## src/verilog/isaPkg.sv

```systemverilog
package isaPkg;

	////////////////////////////////
	// Register file constants
	////////////////////////////////

	localparam int REG_W = 5;

	// Hardwired zero, never a hazard
	localparam logic [REG_W-1:0] REG_ZERO = 5'd0;
	// Link register written by jal
	localparam logic [REG_W-1:0] REG_RA = 5'd31;

	////////////////////////////////
	// Instruction field positions
	////////////////////////////////

	localparam int OP_MSB    = 31;
	localparam int OP_LSB    = 26;
	localparam int RS_MSB    = 25;
	localparam int RS_LSB    = 21;
	localparam int RT_MSB    = 20;
	localparam int RT_LSB    = 16;
	localparam int RD_MSB    = 15;
	localparam int RD_LSB    = 11;
	localparam int FUNCT_MSB = 5;
	localparam int FUNCT_LSB = 0;

	// Primary opcodes, MIPS encoding
	typedef enum logic [5:0] {
		OP_R    = 6'h00,
		OP_J    = 6'h02,
		OP_JAL  = 6'h03,
		OP_BEQ  = 6'h04,
		OP_ADDI = 6'h08,
		OP_ANDI = 6'h0c,
		OP_ORI  = 6'h0d,
		OP_LUI  = 6'h0f,
		OP_LB   = 6'h20,
		OP_LH   = 6'h21,
		OP_LW   = 6'h23,
		OP_SB   = 6'h28,
		OP_SH   = 6'h29,
		OP_SW   = 6'h2b
	} isaOpcodeE;

	// R-type function codes
	typedef enum logic [5:0] {
		FN_JR    = 6'h08,
		FN_MFHI  = 6'h10,
		FN_MTHI  = 6'h11,
		FN_MFLO  = 6'h12,
		FN_MTLO  = 6'h13,
		FN_MULT  = 6'h18,
		FN_MULTU = 6'h19,
		FN_DIV   = 6'h1a,
		FN_DIVU  = 6'h1b,
		FN_ADD   = 6'h20,
		FN_SUB   = 6'h22,
		FN_AND   = 6'h24,
		FN_OR    = 6'h25,
		FN_SLT   = 6'h2a,
		FN_SLTU  = 6'h2b
	} isaFunctE;

endpackage

```

## src/verilog/hazardPkg.sv

```systemverilog
package hazardPkg;

	import isaPkg::*;

	////////////////////////////////
	// Pipeline timing
	////////////////////////////////

	localparam int TIME_W = 2;

	// Tuse, cycles from D until the operand is consumed
	localparam logic [TIME_W-1:0] TUSE_BRANCH = 2'd0;
	localparam logic [TIME_W-1:0] TUSE_ALU    = 2'd1;
	localparam logic [TIME_W-1:0] TUSE_STORE  = 2'd2;
	// Operand not read at all
	localparam logic [TIME_W-1:0] TUSE_NONE   = 2'd3;

	// Tnew at entry to E
	localparam logic [TIME_W-1:0] TNEW_READY = 2'd0;
	localparam logic [TIME_W-1:0] TNEW_ALU   = 2'd1;
	localparam logic [TIME_W-1:0] TNEW_LOAD  = 2'd2;

	// One instruction in flight that will write a register
	typedef struct packed {
		logic [REG_W-1:0]  dest;
		logic [TIME_W-1:0] tNew;
	} writerRecT;

	// One source operand of the D-stage instruction
	typedef struct packed {
		logic [REG_W-1:0]  src;
		logic [TIME_W-1:0] tUse;
	} operandDemandT;

	// Where a D-stage operand is taken from
	typedef enum logic [1:0] {
		FWD_RF = 2'd0,
		FWD_E  = 2'd1,
		FWD_M  = 2'd2,
		FWD_W  = 2'd3
	} fwdSrcE;

endpackage

```

## src/verilog/operandUseDecoder.sv

```systemverilog
`timescale 1ns/1ps

module operandUseDecoder import isaPkg::*, hazardPkg::*; (
	input  logic [31:0]   instr,
	output operandDemandT demandRs,
	output operandDemandT demandRt
);

	isaOpcodeE        opcode;
	isaFunctE         funct;
	logic [TIME_W-1:0] tUseRs;
	logic [TIME_W-1:0] tUseRt;

	assign opcode = isaOpcodeE'(instr[OP_MSB:OP_LSB]);
	assign funct  = isaFunctE'(instr[FUNCT_MSB:FUNCT_LSB]);

	always_comb begin
		tUseRs = TUSE_NONE;
		tUseRt = TUSE_NONE;
		case (opcode)
			OP_R: begin
				case (funct)
					FN_ADD, FN_SUB, FN_AND, FN_OR, FN_SLT, FN_SLTU: begin
						tUseRs = TUSE_ALU;
						tUseRt = TUSE_ALU;
					end
					// Jump target compared in D
					FN_JR: begin
						tUseRs = TUSE_BRANCH;
					end
					// mult/div unit not modelled, hi/lo moves read nothing here
					default: begin
						tUseRs = TUSE_NONE;
						tUseRt = TUSE_NONE;
					end
				endcase
			end

			// Immediate ALU ops, rt is the destination
			OP_ORI, OP_ADDI, OP_ANDI: begin
				tUseRs = TUSE_ALU;
			end

			// Address base is needed in E
			OP_LW, OP_LB, OP_LH: begin
				tUseRs = TUSE_ALU;
			end

			// Store data only needed in M
			OP_SW, OP_SB, OP_SH: begin
				tUseRs = TUSE_ALU;
				tUseRt = TUSE_STORE;
			end

			// Branch compare resolves in D
			OP_BEQ: begin
				tUseRs = TUSE_BRANCH;
				tUseRt = TUSE_BRANCH;
			end

			// lui has no source, j and jal neither
			default: begin
				tUseRs = TUSE_NONE;
				tUseRt = TUSE_NONE;
			end
		endcase
	end

	assign demandRs.src  = instr[RS_MSB:RS_LSB];
	assign demandRs.tUse = tUseRs;
	assign demandRt.src  = instr[RT_MSB:RT_LSB];
	assign demandRt.tUse = tUseRt;

endmodule

```

## src/verilog/resultTimingDecoder.sv

```systemverilog
`timescale 1ns/1ps

module resultTimingDecoder import isaPkg::*, hazardPkg::*; (
	input  logic [31:0] instr,
	output writerRecT   writer
);

	isaOpcodeE         opcode;
	isaFunctE          funct;
	logic [REG_W-1:0]  rt;
	logic [REG_W-1:0]  rd;
	logic [REG_W-1:0]  dest;
	logic [TIME_W-1:0] tNew;

	assign opcode = isaOpcodeE'(instr[OP_MSB:OP_LSB]);
	assign funct  = isaFunctE'(instr[FUNCT_MSB:FUNCT_LSB]);
	assign rt     = instr[RT_MSB:RT_LSB];
	assign rd     = instr[RD_MSB:RD_LSB];

	always_comb begin
		// Defaults cover unknown opcodes, no latch
		dest = REG_ZERO;
		tNew = TNEW_READY;
		case (opcode)
			OP_R: begin
				case (funct)
					FN_ADD, FN_SUB, FN_AND, FN_OR, FN_SLT, FN_SLTU: begin
						dest = rd;
						tNew = TNEW_ALU;
					end
					FN_MFHI, FN_MFLO: begin
						dest = rd;
						tNew = TNEW_ALU;
					end
					// hi/lo writers, mult/div unit is outside this block
					FN_MULT, FN_MULTU, FN_DIV, FN_DIVU, FN_MTHI, FN_MTLO: begin
						dest = REG_ZERO;
						tNew = TNEW_READY;
					end
					FN_JR: begin
						dest = REG_ZERO;
						tNew = TNEW_READY;
					end
					default: begin
						dest = REG_ZERO;
						tNew = TNEW_READY;
					end
				endcase
			end

			OP_ORI, OP_ADDI, OP_ANDI, OP_LUI: begin
				dest = rt;
				tNew = TNEW_ALU;
			end

			// Load data arrives at the end of M
			OP_LW, OP_LB, OP_LH: begin
				dest = rt;
				tNew = TNEW_LOAD;
			end

			// Return address is known when jal enters E
			OP_JAL: begin
				dest = REG_RA;
				tNew = TNEW_READY;
			end

			OP_SW, OP_SB, OP_SH, OP_BEQ, OP_J: begin
				dest = REG_ZERO;
				tNew = TNEW_READY;
			end

			default: begin
				dest = REG_ZERO;
				tNew = TNEW_READY;
			end
		endcase
	end

	// A write to $zero is dropped, so it carries no timing either
	assign writer.dest = dest;
	assign writer.tNew = (dest == REG_ZERO) ? TNEW_READY : tNew;

endmodule

```

## src/verilog/writerPipeline.sv

```systemverilog
`timescale 1ns/1ps

module writerPipeline import isaPkg::*, hazardPkg::*; (
	input  logic      clk,
	input  logic      reset,
	input  logic      stall,
	input  writerRecT newWriter,
	output writerRecT recE,
	output writerRecT recM,
	output writerRecT recW
);

	// One stage of ageing, Tnew saturates at zero
	function automatic writerRecT ageRec(input writerRecT rec);
		writerRecT aged;
		aged = rec;
		if (rec.tNew != '0) begin
			aged.tNew = rec.tNew - 1'b1;
		end
		return aged;
	endfunction

	////////////////////////////////
	// Record shift register
	////////////////////////////////

	always_ff @(posedge clk) begin
		if (reset) begin
			recE <= '0;
			recM <= '0;
			recW <= '0;
		end else begin
			// Bubble into E while D is held
			if (stall) begin
				recE <= '0;
			end else begin
				recE <= newWriter;
			end
			recM <= ageRec(recE);
			recW <= ageRec(recM);
		end
	end

	////////////////////////////////
	// Checks
	////////////////////////////////

	// Largest Tnew at E is 2, so two agings always leave zero in W
	aWRecReady: assert property (
		@(posedge clk) disable iff (reset)
		recW.tNew == '0
	);

	// Empty records stay empty through every stage
	aZeroDestIdle: assert property (
		@(posedge clk) disable iff (reset)
		(recE.dest != REG_ZERO || recE.tNew == '0) &&
		(recM.dest != REG_ZERO || recM.tNew == '0) &&
		(recW.dest != REG_ZERO || recW.tNew == '0)
	);

endmodule

```

## src/verilog/hazardResolver.sv

```systemverilog
`timescale 1ns/1ps

module hazardResolver import isaPkg::*, hazardPkg::*; (
	input  logic          clk,
	input  operandDemandT demandRs,
	input  operandDemandT demandRt,
	input  writerRecT     recE,
	input  writerRecT     recM,
	input  writerRecT     recW,
	output logic          stall,
	output fwdSrcE        fwdRs,
	output fwdSrcE        fwdRt
);

	logic stallRs;
	logic stallRt;

	// Youngest matching writer decides, E before M before W
	function automatic void resolveOperand(
		input  operandDemandT demand,
		input  writerRecT     e,
		input  writerRecT     m,
		input  writerRecT     w,
		output logic          needStall,
		output fwdSrcE        fwd
	);
		writerRecT hit;
		fwdSrcE    stage;
		logic      found;
		needStall = 1'b0;
		fwd       = FWD_RF;
		hit       = '0;
		stage     = FWD_RF;
		found     = 1'b0;
		if (demand.src != REG_ZERO && demand.tUse != TUSE_NONE) begin
			if (e.dest == demand.src) begin
				hit   = e;
				stage = FWD_E;
				found = 1'b1;
			end else if (m.dest == demand.src) begin
				hit   = m;
				stage = FWD_M;
				found = 1'b1;
			end else if (w.dest == demand.src) begin
				hit   = w;
				stage = FWD_W;
				found = 1'b1;
			end
		end
		if (found) begin
			if (hit.tNew > demand.tUse) begin
				needStall = 1'b1;
			end else if (hit.tNew == '0) begin
				fwd = stage;
			end
			// Result not ready yet but in time, picked up at a later stage
		end
	endfunction

	always_comb begin
		resolveOperand(demandRs, recE, recM, recW, stallRs, fwdRs);
		resolveOperand(demandRt, recE, recM, recW, stallRt, fwdRt);
	end

	assign stall = stallRs | stallRt;

	// Tnew of the stage a forward select points at
	function automatic logic [TIME_W-1:0] stageTnew(input fwdSrcE sel);
		case (sel)
			FWD_E:   return recE.tNew;
			FWD_M:   return recM.tNew;
			FWD_W:   return recW.tNew;
			default: return '0;
		endcase
	endfunction

	// Forwarded value must already exist in the selected stage
	aFwdReady: assert property (
		@(posedge clk)
		stageTnew(fwdRs) == '0 && stageTnew(fwdRt) == '0
	);

endmodule

```

## src/verilog/hazardUnit.sv

```systemverilog
`timescale 1ns/1ps

module hazardUnit import hazardPkg::*; (
	input  logic        clk,
	input  logic        reset,
	input  logic [31:0] instrD,
	output logic        stall,
	output fwdSrcE      fwdRs,
	output fwdSrcE      fwdRt
);

	operandDemandT demandRs;
	operandDemandT demandRt;
	writerRecT     newWriter;
	writerRecT     recE;
	writerRecT     recM;
	writerRecT     recW;

	// Demands of the instruction sitting in D
	operandUseDecoder operandUseDecoder_i (
		.instr    (instrD),
		.demandRs (demandRs),
		.demandRt (demandRt)
	);

	// Record it will carry into E
	resultTimingDecoder resultTimingDecoder_i (
		.instr  (instrD),
		.writer (newWriter)
	);

	writerPipeline writerPipeline_i (
		.clk       (clk),
		.reset     (reset),
		.stall     (stall),
		.newWriter (newWriter),
		.recE      (recE),
		.recM      (recM),
		.recW      (recW)
	);

	hazardResolver hazardResolver_i (
		.clk      (clk),
		.demandRs (demandRs),
		.demandRt (demandRt),
		.recE     (recE),
		.recM     (recM),
		.recW     (recW),
		.stall    (stall),
		.fwdRs    (fwdRs),
		.fwdRt    (fwdRt)
	);

endmodule

```

## config.mk

```make
export PLATFORM = sky130hd
export DESIGN_NAME = hazardUnit
export DESIGN_NICKNAME = d
export VERILOG_FILES = /design/src/verilog/isaPkg.sv /design/src/verilog/hazardPkg.sv /design/src/verilog/operandUseDecoder.sv /design/src/verilog/resultTimingDecoder.sv /design/src/verilog/writerPipeline.sv /design/src/verilog/hazardResolver.sv /design/src/verilog/hazardUnit.sv
export SDC_FILE = /design/constraint.sdc
export NUM_CORES = 1
export LEC_CHECK = 0
export BUFFER_PORTS_ARGS = -buffer_cell sky130_fd_sc_hd__buf_4
export CAP_MARGIN = 20
export CORE_ASPECT_RATIO = 1.5
export CORE_UTILIZATION = 43
export CTS_CLUSTER_SIZE = 20
export DETAILED_ROUTE_END_ITERATION = 10
export HOLD_SLACK_MARGIN = 0.05
export PLACE_DENSITY_LB_ADDON = 0.1
export SYNTH_ARGS = -nofsm -noshare
export SYNTH_HDL_FRONTEND = slang
export SYNTH_SLANG_ARGS = --single-unit
```

## constraint.sdc

```tcl
create_clock -name clk -period 3.6 [get_ports clk]
set_clock_uncertainty 0.05 [all_clocks]
set_input_delay 0.72 -clock clk [delete_from_list [all_inputs] [get_ports clk]]
set_output_delay 0.72 -clock clk [all_outputs]
set_load 0.05 [all_outputs]
```

==> results of run 1 <==
path summary, 6_finish.rpt:
| check | depth (start not counted) | start | end |
|---|---|---|---|
| hold reg to reg | 1 | writerPipeline_i.recE[0] | writerPipeline_i.recM[0] |
| setup / recovery | 14 | instrD[22] | fwdRs[1] |
| setup reg to reg | 16 | writerPipeline_i.recM[5] | writerPipeline_i.recE[0] |
| hold / removal | 1 | writerPipeline_i.recE[0] | writerPipeline_i.recM[0] |
kinds of logic after synthesis:
family / synth area share [%]
AND/OR/NAND/NOR: 32.2
adder cells (fa/ha/maj): 3.08
XOR/XNOR: 16.2
flip-flops: 25.9
AO/OA/AOI/OAI: 18.3
buffers and inverters: 4.39
cells in the final DEF (no fill, tap or decap), types with 3 or more instances in the layout:
cell type                  synthesis  final
sky130_fd_sc_hd__buf_6             1      9
sky130_fd_sc_hd__nand2_1           8      6
sky130_fd_sc_hd__nor3_1           16     12
sky130_fd_sc_hd__nand3_1           6      4
sky130_fd_sc_hd__xnor2_1          15     14
sky130_fd_sc_hd__a21oi_2           0      3
sky130_fd_sc_hd__nor2b_1          11     10
sky130_fd_sc_hd__xor2_1           15     13
sky130_fd_sc_hd__nand2b_1          5      4
sky130_fd_sc_hd__or2_2             3      3
sky130_fd_sc_hd__nor2_1           20     17
sky130_fd_sc_hd__nor4_1            4      3
sky130_fd_sc_hd__and3_1            3      3
sky130_fd_sc_hd__nor3_2            1      3
sky130_fd_sc_hd__a221oi_1          9      6
sky130_fd_sc_hd__buf_4             0     75
sky130_fd_sc_hd__ha_4              0      3
sky130_fd_sc_hd__clkbuf_8          0      3
sky130_fd_sc_hd__nor3_4            1      3
sky130_fd_sc_hd__a21oi_1           6      3
sky130_fd_sc_hd__inv_1             5      4
sky130_fd_sc_hd__dfxtp_1          21     21
layout make-up:
cell class              count  area, sq um
clock inverters             1         7.51
well taps                  43         53.8
inverters                   5         18.8
multi-input cells         164         1440
clock buffers               3         41.3
flip-flops and latches     21          420
repair buffers             84          664
fillers                   285         1010
state kept, by name (all words and copies together) (netlist names):
| signal | count |
|---|---|
| writerPipeline_i.recM | 7 |
| writerPipeline_i.recW | 7 |
| writerPipeline_i.recE | 7 |
worst max-delay path, stage by stage:
cell	delay [ns]
sky130_fd_sc_hd__buf_4	0.13
sky130_fd_sc_hd__buf_4	0.13
sky130_fd_sc_hd__or4_1	0.51
sky130_fd_sc_hd__nor2_1	0.19
sky130_fd_sc_hd__nor3_2	0.09
sky130_fd_sc_hd__o21ai_4	0.11
sky130_fd_sc_hd__nand2b_4	0.17
sky130_fd_sc_hd__ha_4	0.12
sky130_fd_sc_hd__inv_2	0.03
sky130_fd_sc_hd__a21oi_2	0.13
sky130_fd_sc_hd__a21oi_2	0.05
sky130_fd_sc_hd__or4_4	0.50
sky130_fd_sc_hd__nor3_4	0.18
sky130_fd_sc_hd__buf_6	0.18
stage by stage:
| step | power [mW] | utilization (%) |
|---|---|---|
| 6_report | 0.561 | 72.4 |
| 5_1_grt | 0.587 | 72.4 |
| 4_1_cts | 0.553 | 68.6 |
| 3_5_place_dp | 0.385 | 63.3 |
| 3_3_place_gp | 0.380 | 63.3 |
| 2_1_floorplan | 0.312 | - |
power breakdown:
group	internal, mW	switching, mW
registers	0.235	0.00287
logic	0.0842	0.0776
clock network	0.0784	0.0836
total	0.397	0.164
routing by layer:
metal / vias up / GRT usage, %
li1: 872 / -
met1: 837 / 27.0
met2: 45 / 52.1
met3: 11 / 2.78
met4: 0 / 11.8
met5: - / 0
what timing repair did:
action                     4_1_cts  5_1_grt
setup endpoints to repair        5        5
pin swaps                       11        8
gates resized for setup         27       20
hold endpoints to repair         0        0
setup buffers                    2        3
==> flow_metrics.env, run 1 <==
export IMPL_outcome="finished, violations left"
export IMPL_failing_checks="negative setup slack"
export IMPL_synth_lib_cells_used_distinct=48
export IMPL_post_place_cells=312
export IMPL_tightest_slew_ns=0.452
export IMPL_area_growth_synth_to_final_pct=62.6
export IMPL_syn_mean_instance_area_sq_um=8.12
export IMPL_vdd_drop_max_mv=0.182
export IMPL_number_of_flops_mapped_to_enable_cells_by_yosys=0
export IMPL_insertedDiodeCount=0
export IMPL_final_cell_area_sq_um=2640
export IMPL_fp_dieW_um=52.2
export IMPL_clk_path_buf_depth=2
export IMPL_tritoncts="yes"
export IMPL_met1_length_mm=1.82
export IMPL_finalSetupViolCount=5
export IMPL_grt_start_max_net_pins=22
export IMPL_die_area_sq_um=4030
export IMPL_period_share_pct=112
export IMPL_synth_most_common_cell="sky130_fd_sc_hd__dfxtp_1"
export IMPL_ant_nets=0
export IMPL_reg_to_reg_setup_timing_slack_ns=0.65
export IMPL_cts_hold_repair_buffers=0
export IMPL_fraction_of_layout_instances_using_a_drive_strength_above_1_pct=49.3
export IMPL_post_synth_top_area_fraction_pct=25.9
export IMPL_synth_ff_latch_count=21
export IMPL_grt_util_all_layers_pct=26.9
export IMPL_routed_wirelength_normalized_by_instance_count_um=15.5
export IMPL_met2_wirelength_mm=2.88
export IMPL_post_synth_main_area_contributors="sky130_fd_sc_hd__dfxtp_1 (26%), sky130_fd_sc_hd__xnor2_1 (8.1%), sky130_fd_sc_hd__xor2_1 (8.1%)"
export IMPL_post_route_min_period_ns=4.02
export IMPL_rsz0062_at_grt="yes"
export IMPL_power_density_nw_per_um2=212
export IMPL_timing_worst_setup_path_type="primary input to primary output"
export IMPL_post_place_ws_ns=-0.546
export IMPL_antenna_violations_before_repair=0
export IMPL_holdWs_ns=0.456
export IMPL_synth_warnings=0
export IMPL_slew_headroom_pct=69.6
export IMPL_first_global_vias=1856
export IMPL_drt_pass1_iterations=4
export IMPL_floorplan_core_area_sq_um=3650
export IMPL_finalNetCount=317
export IMPL_fp_dieH_um=77.3
export IMPL_async_flop_share_pct=0
export IMPL_worstSkewPairLatency_ns=0.27
export IMPL_placed_cell_area_sq_um=2310
export IMPL_detail_route_iter0_violations=36
export IMPL_vias=1765
export IMPL_start_kind="primary input"
export IMPL_clkSinkCount=21
export IMPL_post_route_worst_setup_slack_ns=-0.422
export IMPL_timing_hold_violations_final=0
export IMPL_route_final_wire_length_mm=4.97
export IMPL_final_cell_count_no_fill=321
export IMPL_htreeDepth=1
export IMPL_p_leak_nw=1.07
export IMPL_dp_hpwl_mm=3.87
export IMPL_max_cap_violations=0
export IMPL_global_route_wire_length_before_repair_mm=8.16
export IMPL_report_final_slew_viol_count=0
export IMPL_rows=27
export IMPL_io_buffers=33
export IMPL_arrival_ns=3.25
export IMPL_initial_core_util_pct=44.5
export IMPL_post_synth_top_area_cell="sky130_fd_sc_hd__dfxtp_1"
export IMPL_syn_num_nets=238
export IMPL_crit_required_ns=2.83
export IMPL_worstPathMaxFanout=4
export IMPL_setup_tns_ns=-1.22
export IMPL_min_delay_path_class="flip-flop to flip-flop"
export IMPL_cp_end_kind="primary output"
export IMPL_post_synth_inst_count=200
export IMPL_drc_errors=0
export IMPL_num_io_pins=39
export IMPL_cts_root_buf="sky130_fd_sc_hd__clkbuf_8"
export IMPL_dominantRegCellSynth="sky130_fd_sc_hd__dfxtp_1"
export IMPL_met3_length_um=137
export IMPL_post_synth_instance_area_sq_um=1620
export IMPL_cts_buffers_inserted=3
export IMPL_ranking_of_synthesized_cells_by_instance_count="sky130_fd_sc_hd__dfxtp_1 (21), sky130_fd_sc_hd__nor2_1 (20), sky130_fd_sc_hd__nor3_1 (16)"
export IMPL_viasPerCell=5.50
export IMPL_grt_overflow_total=0
export IMPL_globalplace_congestion=0.797
export IMPL_clk_pin_slew_worst_paths_ns=0.08
export IMPL_synth_sequential_area_ratio_pct=25.9
export IMPL_fmaxAchievable_mhz=249
export IMPL_highest_layer="met4"
No activity file was read; power rests on OpenSTA's default activity.
==> inputs of run 2 (changes only) <==
--- a/config.mk
+++ b/config.mk
@@ -8,7 +8,7 @@
 export BUFFER_PORTS_ARGS = -buffer_cell sky130_fd_sc_hd__buf_4
 export CAP_MARGIN = 20
 export CORE_ASPECT_RATIO = 1.5
-export CORE_UTILIZATION = 43
+export CORE_UTILIZATION = 35
 export CTS_CLUSTER_SIZE = 20
 export DETAILED_ROUTE_END_ITERATION = 10
 export HOLD_SLACK_MARGIN = 0.05
==> run 2 against run 1 <==
The run ends with design-rule violations, negative setup slack left; clock-buffer cell count unchanged; register-to-register slack improved by 0.05 ns; largest cell class unchanged; sequential cell count unchanged; non-clock buffer count increased by 2; global-route usage decreased by 6.1 points; design area decreased by 1.4%.
==> flow_metrics.env, run 2 (synthesis results as in run 1) <==
export IMPL_p_seq_share_pct=42.4
export IMPL_clkSinkCount=21
export IMPL_drc_errors=1
export IMPL_rows=30
export IMPL_cts_buffers_inserted=3
export IMPL_arrival_ns=3.14
export IMPL_fmaxAchievable_mhz=256
export IMPL_route_final_wire_length_mm=4.65
export IMPL_timing_hold_violations_final=0
export IMPL_cp_end_kind="primary output"
export IMPL_holdWs_ns=0.458
export IMPL_clk_pin_slew_worst_paths_ns=0.08
export IMPL_finalSetupViolCount=5
export IMPL_cts_root_buf="sky130_fd_sc_hd__clkbuf_8"
export IMPL_power_density_nw_per_um2=215
export IMPL_viasPerCell=5.21
export IMPL_post_place_ws_ns=-0.476
export IMPL_fp_dieH_um=85.4
export IMPL_power_share_clock_pct=29.2
export IMPL_fin_total_pwr_mw=0.560
export IMPL_period_share_pct=109
export IMPL_start_kind="primary input"
export IMPL_setup_tns_ns=-0.985
export IMPL_routed_wirelength_normalized_by_instance_count_um=14.2
export IMPL_grt_overflow_total=0
export IMPL_vdd_drop_max_mv=0.134
export IMPL_power_switching_mw=0.162
export IMPL_most_common_layout_cells="sky130_fd_sc_hd__buf_4 (78), sky130_fd_sc_hd__dfxtp_1 (21), sky130_fd_sc_hd__nor2_1 (19)"
export IMPL_max_cap_violations=0
export IMPL_path_cells="buf_6, or4_4, nor3_4, o21ai_4, o21ai_4, nand2b_4, ha_4, inv_2, a21oi_2, a21oi_2, or4_4, nor3_4, buf_6"
export IMPL_num_io_pins=39
export IMPL_grt_util_all_layers_pct=20.8
export IMPL_power_report_internal_total_mw=0.398
export IMPL_final_common_cell="sky130_fd_sc_hd__buf_4"
export IMPL_min_delay_path_class="flip-flop to flip-flop"
export IMPL_timing_worst_setup_path_type="primary input to primary output"
export IMPL_io_buffers=33
export IMPL_floorplan_core_area_sq_um=4500
export IMPL_drt_pass1_iterations=7
export IMPL_post_route_worst_setup_slack_ns=-0.308
export IMPL_report_final_slew_viol_count=0
export IMPL_tightest_slew_ns=0.417
export IMPL_power_combinational_fraction_pct=28.5
export IMPL_antenna_violations_before_repair=0
export IMPL_die_area_sq_um=4920
export IMPL_area_growth_synth_to_final_pct=60.3
export IMPL_insertedDiodeCount=0
export IMPL_hold_path_start="writerPipeline_i.recM[4]"
export IMPL_critical_path_s_slowest_cell="sky130_fd_sc_hd__or4_4"
export IMPL_placed_cell_area_sq_um=2330
export IMPL_post_route_min_period_ns=3.91
export IMPL_p_leak_nw=1.07
export IMPL_final_cell_count_no_fill=328
export IMPL_final_cell_area_sq_um=2600
export IMPL_vias=1708
export IMPL_global_route_wire_length_before_repair_mm=7.95
export IMPL_htreeDepth=1
export IMPL_failing_checks="design-rule violations, negative setup slack"
export IMPL_first_global_vias=1741
export IMPL_rr_startpoint="writerPipeline_i.recM[3]"
export IMPL_rsz0062_at_grt="yes"
export IMPL_fp_dieW_um=57.6
export IMPL_fraction_of_layout_instances_using_a_drive_strength_above_1_pct=47.1
export IMPL_outcome="finished, violations left"
export IMPL_nFillCells=439
export IMPL_slew_headroom_pct=72.0
export IMPL_crit_path_start="instrD[31]"
export IMPL_detail_route_iter0_violations=47
export IMPL_finalNetCount=319
export IMPL_globalplace_congestion=0.805
export IMPL_fin_util_pct=57.8
export IMPL_crit_buf_inv=3
export IMPL_largestRegisters="writerPipeline_i.recE: 7 flops, writerPipeline_i.recM: 7 flops, writerPipeline_i.recW: 7 flops"
export IMPL_switching_share_pct=28.9
export IMPL_post_place_cells=319
export IMPL_cpPeakStageDelay_ns=0.55
export IMPL_clk_path_buf_depth=2
export IMPL_crit_required_ns=2.83
export IMPL_tritoncts="yes"
export IMPL_initial_core_util_pct=36.1
export IMPL_grt_start_max_net_pins=22
export IMPL_dp_hpwl_mm=3.71
export IMPL_ant_nets=0
export IMPL_worstPathMaxFanout=3
export IMPL_cp_top_family="simple AND/OR/NAND/NOR gates"
export IMPL_worstSkewPairLatency_ns=0.27
==> run 2: changes by cell type in the layout (fill, tap and decap cells not counted), sizes merged <==
| cell | before | now |
|---|---|---|
| buf | 84 | 86 |
==> run 2: layer usage <==
metal | track usage [%] | vias to the layer above | share of wire (%)
li1 | - | 879 | -
met1 | 22.2 | 793 | 39
met2 | 40.6 | 29 | 57
met3 | 1.37 | 7 | 1.9
met4 | 8.20 | 0 | 2.1
met5 | 0 | - | 0
==> run 2: area by class of cell <==
cell class / count / area [sq um] / share of cell area, %
multi-input cells: 164 / 1380 / 53.0
repair buffers: 86 / 676 / 25.9
flip-flops and latches: 21 / 420 / 16.1
well taps: 48 / 60.1 / 2.31
clock buffers: 3 / 41.3 / 1.59
inverters: 5 / 18.8 / 0.721
clock inverters: 1 / 7.51 / 0.288
==> run 2: timing repair <==
action	CTS	global route
cloned	0	0
setup endpoints to repair	5	5
pin swaps	11	7
resized for setup	22	14
hold buffers	0	0
buffers inserted	4	2
==> run 2: power groups by stage <==
stage                     logic [mW]  registers (mW)  clock network, mW
after floorplan               0.0695           0.242                  0
after global placement         0.144           0.243                  0
after detailed placement       0.145           0.243                  0
after CTS                      0.154           0.237              0.166
after global routing           0.174           0.238              0.177
final                          0.159           0.237              0.163
==> run 2: final timing paths <==
| check | cells past startpoint | end | slack, ns |
|---|---|---|---|
| worst min-delay path | 1 | writerPipeline_i.recW[4] | 0.46 |
| worst max register to register | 15 | writerPipeline_i.recE[0] | 0.70 |
| worst min register to register | 1 | writerPipeline_i.recW[4] | 0.46 |
| worst max-delay path | 13 | fwdRs[1] | -0.31 |
==> inputs of run 3 (changes only) <==
--- a/config.mk
+++ b/config.mk
@@ -8,10 +8,9 @@
 export BUFFER_PORTS_ARGS = -buffer_cell sky130_fd_sc_hd__buf_4
 export CAP_MARGIN = 20
 export CORE_ASPECT_RATIO = 1.5
-export CORE_UTILIZATION = 35
+export CORE_UTILIZATION = 30
 export CTS_CLUSTER_SIZE = 20
 export DETAILED_ROUTE_END_ITERATION = 10
-export HOLD_SLACK_MARGIN = 0.05
 export PLACE_DENSITY_LB_ADDON = 0.1
 export SYNTH_ARGS = -nofsm -noshare
 export SYNTH_HDL_FRONTEND = slang
==> run 3 against run 2 <==
The run ends with negative setup slack left; design area is 0.67% higher; cell count is 7.0% higher; non-clock buffer count is 3 higher; sequential share of layout area is 0.11 points lower; global-route usage is 3.0 points lower; die area is 16% higher; register-to-register slack worse by 0.02 ns; via count is 0.23% lower.
==> flow_metrics.env, run 3 (synthesis results as in run 1) <==
export IMPL_fp_dieH_um=92.1
export IMPL_num_io_pins=39
export IMPL_start_kind="primary input"
export IMPL_finalNetCount=322
export IMPL_end_point_of_the_worst_hold_path="writerPipeline_i.recM[4]"
export IMPL_clk_path_buf_depth=2
export IMPL_route_final_wire_length_mm=4.65
export IMPL_failing_checks="negative setup slack"
export IMPL_io_buffers=33
export IMPL_max_cap_violations=0
export IMPL_drt_pass1_iterations=3
export IMPL_floorplan_core_area_sq_um=5160
export IMPL_htreeDepth=1
export IMPL_rr_startpoint="writerPipeline_i.recM[5]"
export IMPL_clk_pin_slew_worst_paths_ns=0.08
export IMPL_rows=32
export IMPL_grt_start_max_net_pins=22
export IMPL_report_final_slew_viol_count=0
export IMPL_final_common_cell="sky130_fd_sc_hd__buf_4"
export IMPL_drc_errors=0
export IMPL_global_route_wire_length_before_repair_mm=7.58
export IMPL_holdWs_ns=0.459
export IMPL_antenna_violations_before_repair=0
export IMPL_cts_buffers_inserted=3
export IMPL_viasPerCell=4.85
export IMPL_timing_worst_setup_path_type="primary input to primary output"
export IMPL_ant_nets=0
export IMPL_area_growth_synth_to_final_pct=61.4
export IMPL_first_global_vias=1660
export IMPL_post_place_cells=340
export IMPL_fp_dieW_um=62.1
export IMPL_timing_hold_violations_final=0
export IMPL_min_delay_path_class="flip-flop to flip-flop"
export IMPL_fin_total_pwr_mw=0.561
export IMPL_tightest_slew_ns=0.403
export IMPL_cts_root_buf="sky130_fd_sc_hd__clkbuf_8"
export IMPL_cp_end_kind="primary output"
export IMPL_seq_area_sq_um=420
export IMPL_finalSetupViolCount=5
export IMPL_outcome="finished, violations left"
export IMPL_r2r_end="writerPipeline_i.recE[0]"
export IMPL_post_route_worst_setup_slack_ns=-0.384
export IMPL_clkSinkCount=21
export IMPL_slew_headroom_pct=72.9
export IMPL_most_common_layout_cells="sky130_fd_sc_hd__buf_4 (81), sky130_fd_sc_hd__dfxtp_1 (21), sky130_fd_sc_hd__nor2_1 (19)"
export IMPL_reg_to_reg_setup_timing_slack_ns=0.68
export IMPL_rsz0062_at_grt="yes"
export IMPL_vias=1704
export IMPL_final_cell_count_no_fill=351
export IMPL_fmaxAchievable_mhz=251
export IMPL_grt_util_all_layers_pct=17.7
export IMPL_detail_route_iter0_violations=37
export IMPL_hold_path_start="writerPipeline_i.recE[4]"
export IMPL_period_share_pct=111
export IMPL_routed_wirelength_normalized_by_instance_count_um=13.2
export IMPL_r2r_cells=14
export IMPL_initial_core_util_pct=31.4
export IMPL_multiInputGateArea_sq_um=1350
export IMPL_setup_tns_ns=-1.30
export IMPL_power_density_nw_per_um2=214
export IMPL_insertedDiodeCount=0
export IMPL_grt_overflow_total=0
export IMPL_crit_required_ns=2.83
export IMPL_arrival_ns=3.21
export IMPL_tritoncts="yes"
export IMPL_post_route_min_period_ns=3.98
export IMPL_die_area_sq_um=5720
export IMPL_p_leak_nw=1.08
export IMPL_fraction_of_layout_instances_using_a_drive_strength_above_1_pct=45.9
export IMPL_worstPathMaxFanout=4
export IMPL_largestRegisters="writerPipeline_i.recE: 7 flops, writerPipeline_i.recM: 7 flops, writerPipeline_i.recW: 7 flops"
export IMPL_nFillCells=507
export IMPL_globalplace_congestion=0.783
export IMPL_holdPathStages=1
export IMPL_vdd_drop_max_mv=0.134
export IMPL_dp_hpwl_mm=3.77
export IMPL_worstSkewPairLatency_ns=0.27
-- run 3: cell count changes in the layout (fill, tap and decap cells not counted), sizes merged --
cell,change
buf,+3
-- run 3: final cells by class --
class                           instances  area share, %
Tap cell                               68           3.25
Sequential cell                        21           16.0
Clock buffer                            3           1.58
Multi-Input combinational cell        164           51.5
Clock inverter                          1          0.286
Inverter                                5          0.716
Timing Repair Buffer                   89           26.6
-- run 3: power by group --
part / switching, mW / internal (mW)
sequential: 0.00248 / 0.235
combinational: 0.0731 / 0.0846
clock: 0.0876 / 0.0784
total: 0.163 / 0.398
-- run 3: worst max-delay path by stage --
stage,endpoint,cells after the start,startpoint
after floorplan,fwdRs[1],11,instrD[31]
after global placement,fwdRs[1],13,instrD[25]
after detailed placement,fwdRs[1],13,instrD[25]
after CTS,fwdRs[1],13,instrD[31]
after global routing,fwdRs[1],13,instrD[31]
final,fwdRs[1],13,instrD[31]
-- run 3: worst max-delay path: stages --
cell and delay, ns:
sky130_fd_sc_hd__buf_6 0.09, sky130_fd_sc_hd__or4_4 0.56, sky130_fd_sc_hd__nor3_4 0.19, sky130_fd_sc_hd__o21ai_4 0.11, sky130_fd_sc_hd__o21ai_4 0.20, sky130_fd_sc_hd__nand2b_4 0.17
sky130_fd_sc_hd__ha_4 0.12, sky130_fd_sc_hd__inv_2 0.03, sky130_fd_sc_hd__a21oi_2 0.13, sky130_fd_sc_hd__a21oi_2 0.05, sky130_fd_sc_hd__or4_4 0.49, sky130_fd_sc_hd__nor3_4 0.17
sky130_fd_sc_hd__buf_6 0.17
-- run 3: repair_timing --
action,in CTS,in global routing
gates cloned,0,0
setup buffers,3,4
gates resized for setup,20,11
hold buffers,0,0
endpoints found under the setup margin,5,5
pin swaps,9,9
-- run 3: stage by stage --
stage | worst slack [ns] | utilization, % | area [sq um]
global route | -0.498 | 50.8 | 2620
finish | -0.384 | 50.8 | 2620
floorplan | -0.444 | - | 1730
CTS | -0.394 | 49.0 | 2530
global placement | -0.431 | 45.8 | 2360
detailed placement | -0.443 | 45.8 | 2360
-- run 3: per-layer routing --
layer  share of wire, %  vias to the layer above  GRT usage [%]
met3                1.6                        5           1.27
met2                 58                       23           33.3
met5                  0                        -              0
met4                1.0                        0           5.56
li1                   -                      882              -
met1                 40                      794           19.7
